--- src/dphy_rx_pkg.sv ---
//****************************************
// D-PHY receive front end shared package
// Lane count, sync pattern, data types,
// APB register map and FSM state types
//****************************************
`default_nettype none

package dphy_rx_pkg;

  // Lane count and sync pattern of the HS burst
  localparam int DATA_LANES = 4;
  localparam logic [7:0] SYNC_BYTE = 8'hB8;

  typedef logic [7:0]              lane_byte_t;
  // Lane 0 sits in the low byte
  typedef logic [DATA_LANES*8-1:0] lane_word_t;
  typedef logic [DATA_LANES-1:0]   lane_mask_t;
  // Deskew delay of one lane, 0 to 2 cycles
  typedef logic [1:0]              delay_sel_t;
  typedef logic [7:0]              apb_addr_t;
  typedef logic [31:0]             apb_data_t;
  typedef logic [15:0]             event_cnt_t;

  // Register map
  localparam apb_addr_t REG_CTRL      = 8'h00;
  localparam apb_addr_t REG_STATUS    = 8'h04;
  localparam apb_addr_t REG_PKT_CNT   = 8'h08;
  localparam apb_addr_t REG_FALSE_CNT = 8'h0C;

  typedef enum logic {HUNT, LOCKED} align_state_t;
  typedef enum logic {IDLE, ACCESS} apb_state_t;

endpackage

`default_nettype wire

--- src/dphy_byte_align.sv ---
//****************************************
// D-PHY lane byte aligner
// Finds the sync byte at any bit offset,
// locks on it and emits aligned bytes
//****************************************
`timescale 1ns/1ps
`default_nettype none

module dphy_byte_align
  import dphy_rx_pkg::*;
(
  input  wire logic       byte_clk_i,
  input  wire logic       rst_i,
  input  wire logic       enable_i,
  input  wire logic       sync_reset_i,
  input  wire lane_byte_t raw_byte_i,
  output lane_byte_t      byte_o,
  output logic            valid_o
);

  lane_byte_t   raw_q;
  lane_byte_t   prev_q;
  logic [15:0]  window;
  logic         hit;
  logic [2:0]   hit_ofs;
  logic [2:0]   offset_q;
  align_state_t state_q;

  // Deserialized bytes, current and previous
  always_ff @(posedge byte_clk_i)
  begin
    raw_q  <= raw_byte_i;
    prev_q <= raw_q;
  end

  // Current byte above the previous one
  assign window = {raw_q, prev_q};

  // Search offsets from high to low so the lowest match wins
  always_comb
  begin
    hit     = 1'b0;
    hit_ofs = 3'd0;
    for (int i = 7; i >= 0; i--)
    begin
      if (window[i +: 8] == SYNC_BYTE)
      begin
        hit     = 1'b1;
        hit_ofs = 3'(i);
      end
    end
  end

  // Hunt until sync is seen, then stay locked until a sync reset
  always_ff @(posedge byte_clk_i)
  begin
    if (rst_i)
    begin
      state_q  <= HUNT;
      offset_q <= 3'd0;
    end
    else if (!enable_i || sync_reset_i)
    begin
      state_q <= HUNT;
    end
    else if (state_q == HUNT && hit)
    begin
      state_q  <= LOCKED;
      offset_q <= hit_ofs;
    end
  end

  // One cycle after the sync match the window holds the next byte
  assign byte_o  = window[offset_q +: 8];
  assign valid_o = (state_q == LOCKED);

endmodule

`default_nettype wire

--- src/dphy_word_align.sv ---
//****************************************
// D-PHY word aligner
// Removes up to two cycles of lane skew,
// builds the word, flags packet start and
// resets the lanes on false start or end
//****************************************
`timescale 1ns/1ps
`default_nettype none

module dphy_word_align
  import dphy_rx_pkg::*;
(
  input  wire logic       byte_clk_i,
  input  wire logic       rst_i,
  input  wire logic       enable_i,
  input  wire logic       pkt_done_i,
  input  wire lane_word_t byte_data_i,
  input  wire lane_mask_t valid_i,
  output logic            sync_reset_o,
  output lane_word_t      word_o,
  output logic            word_valid_o,
  output logic            sop_o,
  output logic            pkt_running_o,
  output logic            false_start_o
);

  lane_word_t word_d1;
  lane_word_t word_d2;
  lane_word_t word_d3;
  lane_mask_t valid_d1;
  lane_mask_t valid_d2;
  lane_mask_t valid_d3;
  delay_sel_t sel_delay [DATA_LANES];
  delay_sel_t sel_delay_q [DATA_LANES];
  logic       all_lanes_valid;
  logic       one_lane_sync;
  logic       pkt_start;
  logic       pkt_running_q;

  // Lane data moves down the delay line every cycle
  always_ff @(posedge byte_clk_i)
  begin
    word_d1 <= byte_data_i;
    word_d2 <= word_d1;
    word_d3 <= word_d2;
  end

  // Valid history, flushed on sync reset so old valids do not restart a packet
  always_ff @(posedge byte_clk_i)
  begin
    if (rst_i || sync_reset_o || !enable_i)
    begin
      valid_d1 <= '0;
      valid_d2 <= '0;
      valid_d3 <= '0;
    end
    else
    begin
      valid_d1 <= valid_i;
      valid_d2 <= valid_d1;
      valid_d3 <= valid_d2;
    end
  end

  // All lanes valid, whatever their mutual skew
  assign all_lanes_valid = &valid_d1;

  // Some lane valid for three cycles in a row
  always_comb
  begin
    one_lane_sync = 1'b0;
    for (int i = 0; i < DATA_LANES; i++)
    begin
      if (valid_d1[i] && valid_d2[i] && valid_d3[i])
        one_lane_sync = 1'b1;
    end
  end

  // False start when that lane is still waiting for the others
  assign false_start_o = one_lane_sync && !all_lanes_valid;
  // Lanes go back to hunting on packet end or false start
  assign sync_reset_o  = pkt_done_i || false_start_o;
  assign pkt_start     = all_lanes_valid && !pkt_running_q && !sync_reset_o;

  // Earliest lane gets the longest delay, picked once per packet
  always_comb
  begin
    for (int i = 0; i < DATA_LANES; i++)
    begin
      sel_delay[i] = sel_delay_q[i];
      if (pkt_start)
      begin
        if (valid_d3[i])
          sel_delay[i] = 2'd2;
        else if (valid_d2[i])
          sel_delay[i] = 2'd1;
        else
          sel_delay[i] = 2'd0;
      end
    end
  end

  always_ff @(posedge byte_clk_i)
  begin
    if (rst_i)
    begin
      for (int i = 0; i < DATA_LANES; i++)
        sel_delay_q[i] <= 2'd0;
      pkt_running_q <= 1'b0;
      sop_o         <= 1'b0;
    end
    else
    begin
      for (int i = 0; i < DATA_LANES; i++)
        sel_delay_q[i] <= sel_delay[i];
      sop_o <= pkt_start;
      if (sync_reset_o)
        pkt_running_q <= 1'b0;
      else if (pkt_start)
        pkt_running_q <= 1'b1;
    end
  end

  // Output word, one cycle after the delay selection
  always_ff @(posedge byte_clk_i)
  begin
    for (int i = 0; i < DATA_LANES; i++)
    begin
      case (sel_delay[i])
        2'd2:    word_o[8*i +: 8] <= word_d3[8*i +: 8];
        2'd1:    word_o[8*i +: 8] <= word_d2[8*i +: 8];
        default: word_o[8*i +: 8] <= word_d1[8*i +: 8];
      endcase
    end
  end

  // Word stream runs exactly while the packet is running
  assign word_valid_o  = pkt_running_q;
  assign pkt_running_o = pkt_running_q;

endmodule

`default_nettype wire

--- src/dphy_rx_regs.sv ---
//****************************************
// D-PHY receive APB register block
// Enable control, status and two
// saturating event counters
//****************************************
`timescale 1ns/1ps
`default_nettype none

module dphy_rx_regs
  import dphy_rx_pkg::*;
(
  input  wire logic      byte_clk_i,
  input  wire logic      rst_i,
  input  wire logic      psel_i,
  input  wire logic      penable_i,
  input  wire logic      pwrite_i,
  input  wire apb_addr_t paddr_i,
  input  wire apb_data_t pwdata_i,
  input  wire logic      sop_i,
  input  wire logic      pkt_running_i,
  input  wire logic      false_start_i,
  output apb_data_t      prdata_o,
  output logic           pready_o,
  output logic           pslverr_o,
  output logic           enable_o
);

  apb_state_t state_q;
  event_cnt_t pkt_cnt_q;
  event_cnt_t false_cnt_q;
  logic       addr_hit;
  logic       wr_en;

  // Setup phase moves to access, access always returns to idle
  always_ff @(posedge byte_clk_i)
  begin
    if (rst_i)
      state_q <= IDLE;
    else if (state_q == IDLE && psel_i && !penable_i)
      state_q <= ACCESS;
    else
      state_q <= IDLE;
  end

  // No wait states, ready in the access cycle itself
  assign pready_o = (state_q == ACCESS) && psel_i && penable_i;

  always_comb
  begin
    addr_hit = 1'b1;
    prdata_o = '0;
    case (paddr_i)
      REG_CTRL:      prdata_o = {31'd0, enable_o};
      REG_STATUS:    prdata_o = {31'd0, pkt_running_i};
      REG_PKT_CNT:   prdata_o = {16'd0, pkt_cnt_q};
      REG_FALSE_CNT: prdata_o = {16'd0, false_cnt_q};
      default:       addr_hit = 1'b0;
    endcase
  end

  assign pslverr_o = pready_o && !addr_hit;
  assign wr_en     = pready_o && pwrite_i;

  // Control bit and counters; a write to a counter clears it
  always_ff @(posedge byte_clk_i)
  begin
    if (rst_i)
    begin
      enable_o    <= 1'b0;
      pkt_cnt_q   <= '0;
      false_cnt_q <= '0;
    end
    else
    begin
      if (wr_en && paddr_i == REG_CTRL)
        enable_o <= pwdata_i[0];
      if (wr_en && paddr_i == REG_PKT_CNT)
        pkt_cnt_q <= '0;
      else if (sop_i && pkt_cnt_q != '1)
        pkt_cnt_q <= pkt_cnt_q + 1'b1;
      if (wr_en && paddr_i == REG_FALSE_CNT)
        false_cnt_q <= '0;
      else if (false_start_i && false_cnt_q != '1)
        false_cnt_q <= false_cnt_q + 1'b1;
    end
  end

endmodule

`default_nettype wire

--- src/dphy_rx_top.sv ---
//****************************************
// D-PHY four-lane receive front end
// Byte aligners, word aligner, registers
//****************************************
`timescale 1ns/1ps
`default_nettype none

module dphy_rx_top
  import dphy_rx_pkg::*;
(
  input  wire logic       byte_clk_i,
  input  wire logic       rst_i,
  input  wire lane_word_t raw_byte_i,
  input  wire logic       pkt_done_i,
  input  wire logic       psel_i,
  input  wire logic       penable_i,
  input  wire logic       pwrite_i,
  input  wire apb_addr_t  paddr_i,
  input  wire apb_data_t  pwdata_i,
  output lane_word_t      word_o,
  output logic            word_valid_o,
  output logic            sop_o,
  output apb_data_t       prdata_o,
  output logic            pready_o,
  output logic            pslverr_o
);

  logic       enable;
  logic       sync_reset;
  lane_word_t lane_bytes;
  lane_mask_t lane_valid;
  logic       pkt_running;
  logic       false_start;

  // One byte aligner per lane
  for (genvar g = 0; g < DATA_LANES; g++)
  begin : g_lane
    dphy_byte_align i_byte_align (
      .byte_clk_i   (byte_clk_i),
      .rst_i        (rst_i),
      .enable_i     (enable),
      .sync_reset_i (sync_reset),
      .raw_byte_i   (raw_byte_i[8*g +: 8]),
      .byte_o       (lane_bytes[8*g +: 8]),
      .valid_o      (lane_valid[g])
    );
  end

  dphy_word_align i_word_align (
    .byte_clk_i    (byte_clk_i),
    .rst_i         (rst_i),
    .enable_i      (enable),
    .pkt_done_i    (pkt_done_i),
    .byte_data_i   (lane_bytes),
    .valid_i       (lane_valid),
    .sync_reset_o  (sync_reset),
    .word_o        (word_o),
    .word_valid_o  (word_valid_o),
    .sop_o         (sop_o),
    .pkt_running_o (pkt_running),
    .false_start_o (false_start)
  );

  dphy_rx_regs i_regs (
    .byte_clk_i    (byte_clk_i),
    .rst_i         (rst_i),
    .psel_i        (psel_i),
    .penable_i     (penable_i),
    .pwrite_i      (pwrite_i),
    .paddr_i       (paddr_i),
    .pwdata_i      (pwdata_i),
    .sop_i         (sop_o),
    .pkt_running_i (pkt_running),
    .false_start_i (false_start),
    .prdata_o      (prdata_o),
    .pready_o      (pready_o),
    .pslverr_o     (pslverr_o),
    .enable_o      (enable)
  );

endmodule

`default_nettype wire

--- config.mk ---
export PLATFORM = sky130hd
export DESIGN_NAME = dphy_rx_top
export DESIGN_NICKNAME = d
export VERILOG_FILES = /design/src/dphy_rx_pkg.sv /design/src/dphy_byte_align.sv /design/src/dphy_word_align.sv /design/src/dphy_rx_regs.sv /design/src/dphy_rx_top.sv
export SDC_FILE = /design/constraint.sdc
export NUM_CORES = 1
export LEC_CHECK = 0
export BUFFER_PORTS_ARGS = -buffer_cell sky130_fd_sc_hd__buf_4
export CAP_MARGIN = 20
export CORE_MARGIN = 2
export CORE_UTILIZATION = 61
export DETAILED_ROUTE_END_ITERATION = 7
export HOLD_SLACK_MARGIN = 0.05
export PLACE_DENSITY = 0.92
export SLEW_MARGIN = 25
export SYNTH_ARGS = -nofsm -noshare
export SYNTH_HDL_FRONTEND = slang
export SYNTH_SLANG_ARGS = --single-unit
--- constraint.sdc ---
create_clock -name byte_clk_i -period 5.9 [get_ports byte_clk_i]
set_input_delay 0.59 -clock byte_clk_i [delete_from_list [all_inputs] [get_ports byte_clk_i]]
set_output_delay 0.59 -clock byte_clk_i [all_outputs]
set_load 0.01 [all_outputs]
* Yosys cells after proc, flatten, opt, wreduce, memory -nomap -nowiden
Memory sizes are Yosys's and may differ from the RTL's.
Cells that the tools add are included.
** Word-level totals
- Bits in registers :: 256
- Memories kept :: 1
- Input port bits :: 78
- RAM bits :: 8
- Bits in latches :: 0
- Memory bits (read-only) :: 0
- Logic and storage cells :: 232
** Operators by class
- Div/mod/pow operators :: 0
- Eq/ne operators :: 45
- Order comparisons :: 0
- Multiplexer cells :: 94
- Shift-type cells :: 4
- Bitwise operators :: 10
- Reduce and logical (&&, ||, !) cells :: 47
- Multipliers :: 0
- Add/subtract/negate cells :: 2
** Memories
- i_word_align.sel_delay_q :: depth 4, width 2, read ports 4, clocked after memory_dff 0, wr ports 4, RTL line dphy_word_align.sv:34 : delay_sel_t sel_delay_q [DATA_LANES];
** Operators by type and width (count)
- 8-bit == test, second input constant :: 32
- 3-bit two-way mux :: 32
- 16-bit case mux with 4 select lines :: 1
- 8-bit case mux with 2 select lines :: 4
- 16-bit by 4-bit variable part select with 8-bit output :: 4
- 1-bit two-way mux :: 45
- 16-bit by 1-bit adder with 16-bit output, second input constant :: 2
- 16-bit != test, second input constant :: 2
- 1-bit logical AND :: 26
- 2-bit two-way mux :: 12
- 8-bit by 4-bit == test with 1-bit output, second input constant :: 2
- 2-bit by 1-bit == test with 1-bit output, second input constant :: 4
- 2-bit == test, second input constant :: 4
- 8-bit by 3-bit == test with 1-bit output, second input constant :: 1
- 8-bit zero test :: 1
- 2-bit AND reduction :: 4
- 2-bit OR reduction :: 4
- 1-bit zero test :: 6
- 1-bit inverter :: 6
- 1-bit logical OR :: 4
- 1-bit bitwise OR :: 4
- 4-bit AND reduction :: 1
- 4-bit OR reduction :: 1

* Longest topological paths before layout
Gate-level depths: netlist of run 1.
- Word-level depth :: 13
- Gate-level depth with buffers :: 11

* Modules after synthesis
From an unflattened synthesis of run 1, not the netlist that was laid out.
** Unflattened totals
- Cells, all modules :: 1027
- Area total of the unflattened synthesis :: 10541.4 µm²
** By module, submodules not included
- dphy_byte_align :: cells an instance 109, seq. area each 400.4 µm², times used 4, area each 1088.5 µm²
- dphy_word_align :: cells an instance 338, seq. area each 3002.9 µm², times used 1, area each 4082.7 µm²
- dphy_rx_regs :: cells an instance 253, seq. area each 680.7 µm², times used 1, area each 2104.5 µm²

* Worst setup path before layout of run 1
No wires, ideal clock.
- Kind :: input to output
- Start point :: input port paddr_i[5]
- End point :: output port prdata_o[10]
- Path buffers :: 1
- Path slack :: 3455 ps
- Arrival time :: 1855 ps
- Stages on the path :: 5
- Cells stage by stage :: nor4_2 -> nand2_1 -> nor3b_2 -> buf_2 -> a22o_1
** On the way
- Word-level cells in the longest chain between the ends :: 2
- Elaborated cells between the ends (all ways) :: 5
- Classes of those cells :: eq/ne: 3; mux: 1; reduce/logical: 1
** Ends and longest elaborated chain
- from (decl) :: RTL line dphy_rx_top.sv:18 : input wire apb_addr_t paddr_i,
- 8-bit by 4-bit == test with 1-bit output, or another cell as far along :: RTL line dphy_rx_regs.sv:52 : case (paddr_i)
- 16-bit case mux with 4 select lines * :: RTL line dphy_rx_regs.sv:52
- to (decl) :: RTL line dphy_rx_top.sv:23 : output apb_data_t prdata_o,
Every way passes the cells marked *; elsewhere a longest branch is shown, timed or not.

* Final worst setup path of run 1
- Start point :: input port paddr_i[5]
- End point :: output port prdata_o[11]
Same word-level chain as after synthesis.

==> flow_summary.ini, run 1 <==
[timing]
rsz0062_at_grt = no
final_hold_viol_count = 0
relSlewSlack = 0.3628
timing_worst_slew_pin_value_ns = 0.9517
setup_violations = 0
fin_crit_ns = 3.128
clock.fmax_mhz = 319.7
finClkSkew_ns = 0.01624
slew_violations = 0
fin_tns_setup_ns = 0
fin_crit_sh = 0.5302

[clock_network]
postCtsSetupBuffers = 0
clock_sinks = 264
clk_transition_reported_paths_ns = 0.06
clock_tree.buffer_depth = 3
holdBufCountCts = 0
cts_made_buffers = 25
cts_tree = built
clk-insertion-delay-late_ns = 0.52
cts_root_buffer = clkbuf_16
h-tree-depth = 1
ctsResizeCount = 0

[setup_path]
cp_cell_sequence = buf_4, nor4_2, nand2_1, nor3b_2, a22o_1, buf_4
required_ns = 5.31
crit_path_end_kind = output port
r2r-end = i_word_align.word_o[24]
cp_max_fo = 16
timing.rr.start = i_word_align.valid_d1[0]
slowest_stage = nor3b_2
crit_top_cell = buf_4
cpPeakStageDelay_ns = 0.79
reg2reg_slack_ns = 3.36
reg2reg_depth = 6
cp.arrival_ns = 2.54
cp-start-kind = input port
critPathKind = input port to output port

[power_and_ir_drop]
ir_drop_uv = 249.4
cellPowerDensity_mw_per_mm2 = 309.6
p_leak_nw = 4.766

[synthesis]
async_flop_share = 0
syn_inst = 1005
yosys.area.top_type = dfxtp_1
synth_edf_count = 0
netlist_top_cells_count = dfxtp_1 (264), nand2_1 (114), nor2_1 (67), o21ai_0 (67), mux2i_1 (47)
ys_ff_latch = 264
ys_types = 68
synth_most_common_cell = dfxtp_1
synthTopCellsByArea = dfxtp_1 (52%), mux2i_1 (4.6%), nor4bb_1 (4.2%)
synth_top_area_share = 0.5183
syn_area_mm2 = 0.01020
ys_seq_area_frac = 0.5183
synthFlopType = dfxtp_1
syn_area_per_cell_um2 = 10.15
yosysWarnings = 0

[hold_path]
hp-start = raw_byte_i[30]
holdPathStages = 1
hold_path_class = input port to flop
min_to = g_lane[3].i_byte_align.raw_q[6]

[placement]
dp_cells = 1276
dp_hpwl_um = 13640
placed_area_mm2 = 0.01095
port_buffers = 98
globalplace.congestion = 0.9208

[floorplanning]
fp.coreArea_mm2 = 0.01647
die_area_mm2 = 0.01777
start_util = 0.6193
fp-row-count = 47
num_io_pins = 146
die_h_um = 133.3
die_w_um = 133.3

[finish]
nNetsFinal = 1171
final_util = 0.7159
final_area_mm2 = 0.01179
fill_cells = 1256
n_antenna_cell = 0
multi_input_area_mm2 = 0.004566
syn_to_final_growth_pct = 15.60
seq_area_mm2 = 0.005285
final_cells = 1322
drive_above_1_share = 0.1688

[global_route]
gr-total-overflow = 0
antenna_found_initial = 0
grt_pass1_wl_um = 32970
grt_util_all_layers = 0.2191
grt_pass1_vias = 7047
grt_max_degree = 39

[flow_run]
cap_violations = 0

[drt]
drc = 0
wl_um = 19770
dr.pass1.iters = 5
drtIter0Drc = 356
vias = 7561
viasPerCell = 5.719
ant_nets = 0
post_drt_wl_per_cell_um = 14.96

[outcome]
status = completed
## final cells by class
class / instances / area share
inverter: 22 / 0.007006
timing repair buffer: 99 / 0.06305
multi-input combinational: 671 / 0.3873
sequential: 264 / 0.4484
tap: 220 / 0.02335
clock buffer: 32 / 0.05785
clock inverter: 14 / 0.01306
## per-stage QoR
step | power (mW) | hold WS, ns | setup slack [ns]
finish | 3.649 | 0.1645 | 2.772
global route | 3.782 | 0.1451 | 2.648
CTS | 3.682 | 0.1455 | 2.804
detailed placement | 2.083 | 0.3121 | 2.809
global placement | 2.075 | 0.3105 | 2.850
floorplan | 2.018 | 0.3096 | 3.455
## worst max path at each step
stage / start / to / slack (ns) / depth (start not counted)
finish: paddr_i[5] / prdata_o[11] / 2.77 / 6
detailed placement: paddr_i[5] / prdata_o[11] / 2.81 / 6
floorplan: paddr_i[5] / prdata_o[10] / 3.45 / 5
CTS: paddr_i[5] / prdata_o[11] / 2.80 / 6
global route: paddr_i[5] / prdata_o[10] / 2.65 / 6
global placement: paddr_i[5] / prdata_o[10] / 2.85 / 6
## worst max-delay path: cells and delay by family
kind                   cells  cell delay, ns
AOI/OAI and AO/OA          1            0.29
buffers and inverters      2            0.24
and+or+nand+nor            3            1.42
## metal layers
| layer | GRT usage | up-vias | share of wire |
|---|---|---|---|
| li1 | - | 3765 | - |
| met1 | 0.2886 | 3563 | 0.44 |
| met2 | 0.3714 | 200 | 0.49 |
| met3 | 0.03577 | 33 | 0.054 |
| met4 | 0.06915 | 0 | 0.019 |
| met5 | 0 | - | 0 |
## kinds of logic after synthesis
group,share of synthesized area
other,0.0003677
muxes,0.09141
adders and majority gates,0.01227
xor gates and xnor gates,0.009448
DFF,0.5183
AOI/OAI and AO/OA,0.1348
and+or+nand+nor,0.1939
buffers and inverters,0.03951
## power by group
group	internal, mW	total (mW)	switching (mW)	leakage, nW
logic	0.0760	0.138	0.0619	2.15
registers	1.86	1.91	0.0519	2.20
clock network	0.950	1.60	0.654	0.413
total	2.88	3.65	0.768	4.77
## layout by cell type, fill, tap and decap left out, types with 15 or more instances in the layout
master and count:
dfxtp_1 264, nand2_1 114, buf_4 99, nor2_1 67, o21ai_0 67, mux2i_1 47
nor4bb_1 43, a21oi_1 40, a22oi_1 34, clkbuf_16 25, nand3_1 23, inv_1 21
a22o_1 16, conb_1 16, and2_1 15
## flip-flops by register name, indices dropped and copies added, names as in the netlist, 8 cells and up
signal                        count
g_lane.i_byte_align.offset_q     12
g_lane.i_byte_align.prev_q       32
g_lane.i_byte_align.raw_q        32
i_regs.false_cnt_q               16
i_regs.pkt_cnt_q                 16
i_word_align.sel_delay_q          8
i_word_align.word_d1             32
i_word_align.word_d2             32
i_word_align.word_d3             32
i_word_align.word_o              32
Note: power is estimated with default switching activity, not from simulation.
==> run 2, diff against run 1 <==
- CORE_UTILIZATION: 61 -> 51
- PLACE_DENSITY: 0.92 -> 0.83
- clock period: 5.9 -> 2.8 ns (I/O delays scaled with it)
==> run 2 against run 1 <==
Utilization decreased by 8.6 points. Clock power increased by 120%. Largest power group unchanged. Global-route usage down 3.7 points. Critical endpoint is now i_word_align.word_o[26]. Routed wire length is 0.63% higher. Critical path depth increased by 1. Via count rose by 1.1%. Combinational power increased by 140%. Total power up 120%.
==> flow_summary.ini, run 2 (synthesis results as in run 1) <==
[floorplanning]
start_util = 0.5222
fp.coreArea_mm2 = 0.01953
die_w_um = 145.4
fp-row-count = 51
die_h_um = 145.4
num_io_pins = 146
die_area_mm2 = 0.02114

[finish]
layout_common_cells = dfxtp_1 (264), nand2_1 (114), buf_4 (103)
n_antenna_cell = 0
final_area_mm2 = 0.01230
syn_to_final_growth_pct = 20.61
layout_commonest_cell = dfxtp_1
final_cells = 1409
nNetsFinal = 1212
drive_above_1_share = 0.1687
fill_cells = 1593
seq_area_mm2 = 0.005285
multi_input_area_mm2 = 0.004566

[timing]
fin_crit_sh = 0.8139
layout_setup_ws_ns = 0.5211
fin_crit_ns = 2.279
final_hold_viol_count = 0
finClkSkew_ns = 0.01122
slew_violations = 0
rsz0062_at_grt = no
fin_tns_setup_ns = 0
clock.fmax_mhz = 438.8
setup_violations = 0
relSlewSlack = 0.5483
timing_worst_slew_pin_value_ns = 0.6766

[power_and_ir_drop]
p_seq_frac = 0.507
ir_drop_uv = 566.2
p_sw_frac = 0.2103
p_total_mw = 7.918
p_leak_nw = 4.972
p_sw_mw = 1.665
combPwrFrac = 0.042
power.clock.fraction = 0.451
cellPowerDensity_mw_per_mm2 = 643.8
p_int_mw = 6.253

[placement]
placed_area_mm2 = 0.01104
dp_hpwl_um = 13580
place_ws_ns = 0.5595
globalplace.congestion = 0.9038
dp_cells = 1325
port_buffers = 98

[drt]
wl_um = 19900
vias = 7647
drc = 0
dr.pass1.iters = 5
drtIter0Drc = 467
ant_nets = 0
post_drt_wl_per_cell_um = 14.12
viasPerCell = 5.427

[clock_network]
clock_tree.buffer_depth = 3
ctsResizeCount = 0
cts_root_buffer = clkbuf_16
cts_made_buffers = 26
clk-insertion-delay-late_ns = 0.52
cts_tree = built
h-tree-depth = 1
clk_transition_reported_paths_ns = 0.06
clock_sinks = 264

[setup_path]
slowest_stage = ha_1
path_delay_family = adder cells
crit_end = i_word_align.word_o[26]
critPathKind = flop to flop
cp-start-kind = flop
cpPeakStageDelay_ns = 0.56
crit_path_end_kind = flop
path_buf_inv = 2
cp_cell_sequence = and4_1, nand2_1, buf_4, mux2i_1, inv_1, ha_1, o21ai_0
cp.arrival_ns = 2.65
crit_start = i_word_align.valid_d1[0]
cp_max_fo = 16
required_ns = 3.17
r2r-end = i_word_align.word_o[26]
reg2reg_slack_ns = 0.52
timing.rr.start = i_word_align.valid_d1[0]
reg2reg_depth = 7
cp.depth = 7

[global_route]
use_met2 = 0.3092
antenna_found_initial = 0
gr-usage-met3 = 0.02633
grt_max_degree = 39
grt_util_all_layers = 0.1816
grt_pass1_wl_um = 33280
grtUsageMet1 = 0.2424
gr-total-overflow = 0
grt_pass1_vias = 7051
grt-busiest-layer = met2

[hold_path]
hold_path_class = input port to flop
hp-start = paddr_i[3]

[flow_run]
cap_violations = 0

[outcome]
status = completed
run 2: cell types whose count changed in the layout (fill, tap and decap cells not counted):
cell / previous run / this run
clkinvlp_4: 2 / 1
clkinv_4: 0 / 1
buf_4: 99 / 103
clkbuf_16: 25 / 27
inv_6: 1 / 2
clkinv_2: 8 / 7
clkbuf_1: 4 / 3
dlygate4sd3_1: 0 / 36
clkbuf_8: 3 / 4
run 2: power groups by stage:
stage,Combinational (mW),Clock (mW),Sequential (mW)
after global placement,0.285,0,4.09
after floorplan,0.176,0,4.08
after global routing,0.363,3.82,4.04
after CTS,0.331,3.66,4.02
final,0.331,3.57,4.02
after detailed placement,0.289,0,4.10
run 2: area by class of cell:
cell class / count / area share
Multi-Input combinational cell: 671 / 0.3712
Tap cell: 265 / 0.02696
Inverter: 22 / 0.006714
Timing Repair Buffer: 139 / 0.09217
Clock buffer: 34 / 0.06033
Clock inverter: 14 / 0.01292
Sequential cell: 264 / 0.4297
run 2: worst min-delay path, stage by stage:
cell and delay [ns]:
buf_4 0.10, nor4b_1 0.05, mux2i_1 0.12, nor2_1 0.07
run 2: worst min-delay path by stage:
stage	slack, ns	to	cells after the start
after global routing	0.14	i_regs.enable_o	4
after floorplan	0.31	g_lane[0].i_byte_align.raw_q[0]	0
after global placement	0.31	g_lane[1].i_byte_align.prev_q[7]	0
after detailed placement	0.31	g_lane[1].i_byte_align.prev_q[7]	0
final	0.13	i_regs.enable_o	4
after CTS	0.11	i_regs.enable_o	4
run 2: layer usage:
metal	wire length, um	vias up
met5	0	-
met4	436	0
met3	809	34
met2	9525	153
met1	9124	3608
li1	-	3852
run 2: per-stage QoR:
step / utilization / hold WS [ns]
after floorplan: - / 0.3077
after global placement: 0.5653 / 0.3124
after detailed placement: 0.5653 / 0.3121
after CTS: 0.6299 / 0.1133
after global routing: 0.6299 / 0.1353
final: 0.6299 / 0.1295
run 2: what timing repair did:
item                                   4_1_cts  5_1_grt
endpoints found under the hold margin       35        0
buffers inserted                             0        0
hold buffers                                36        0
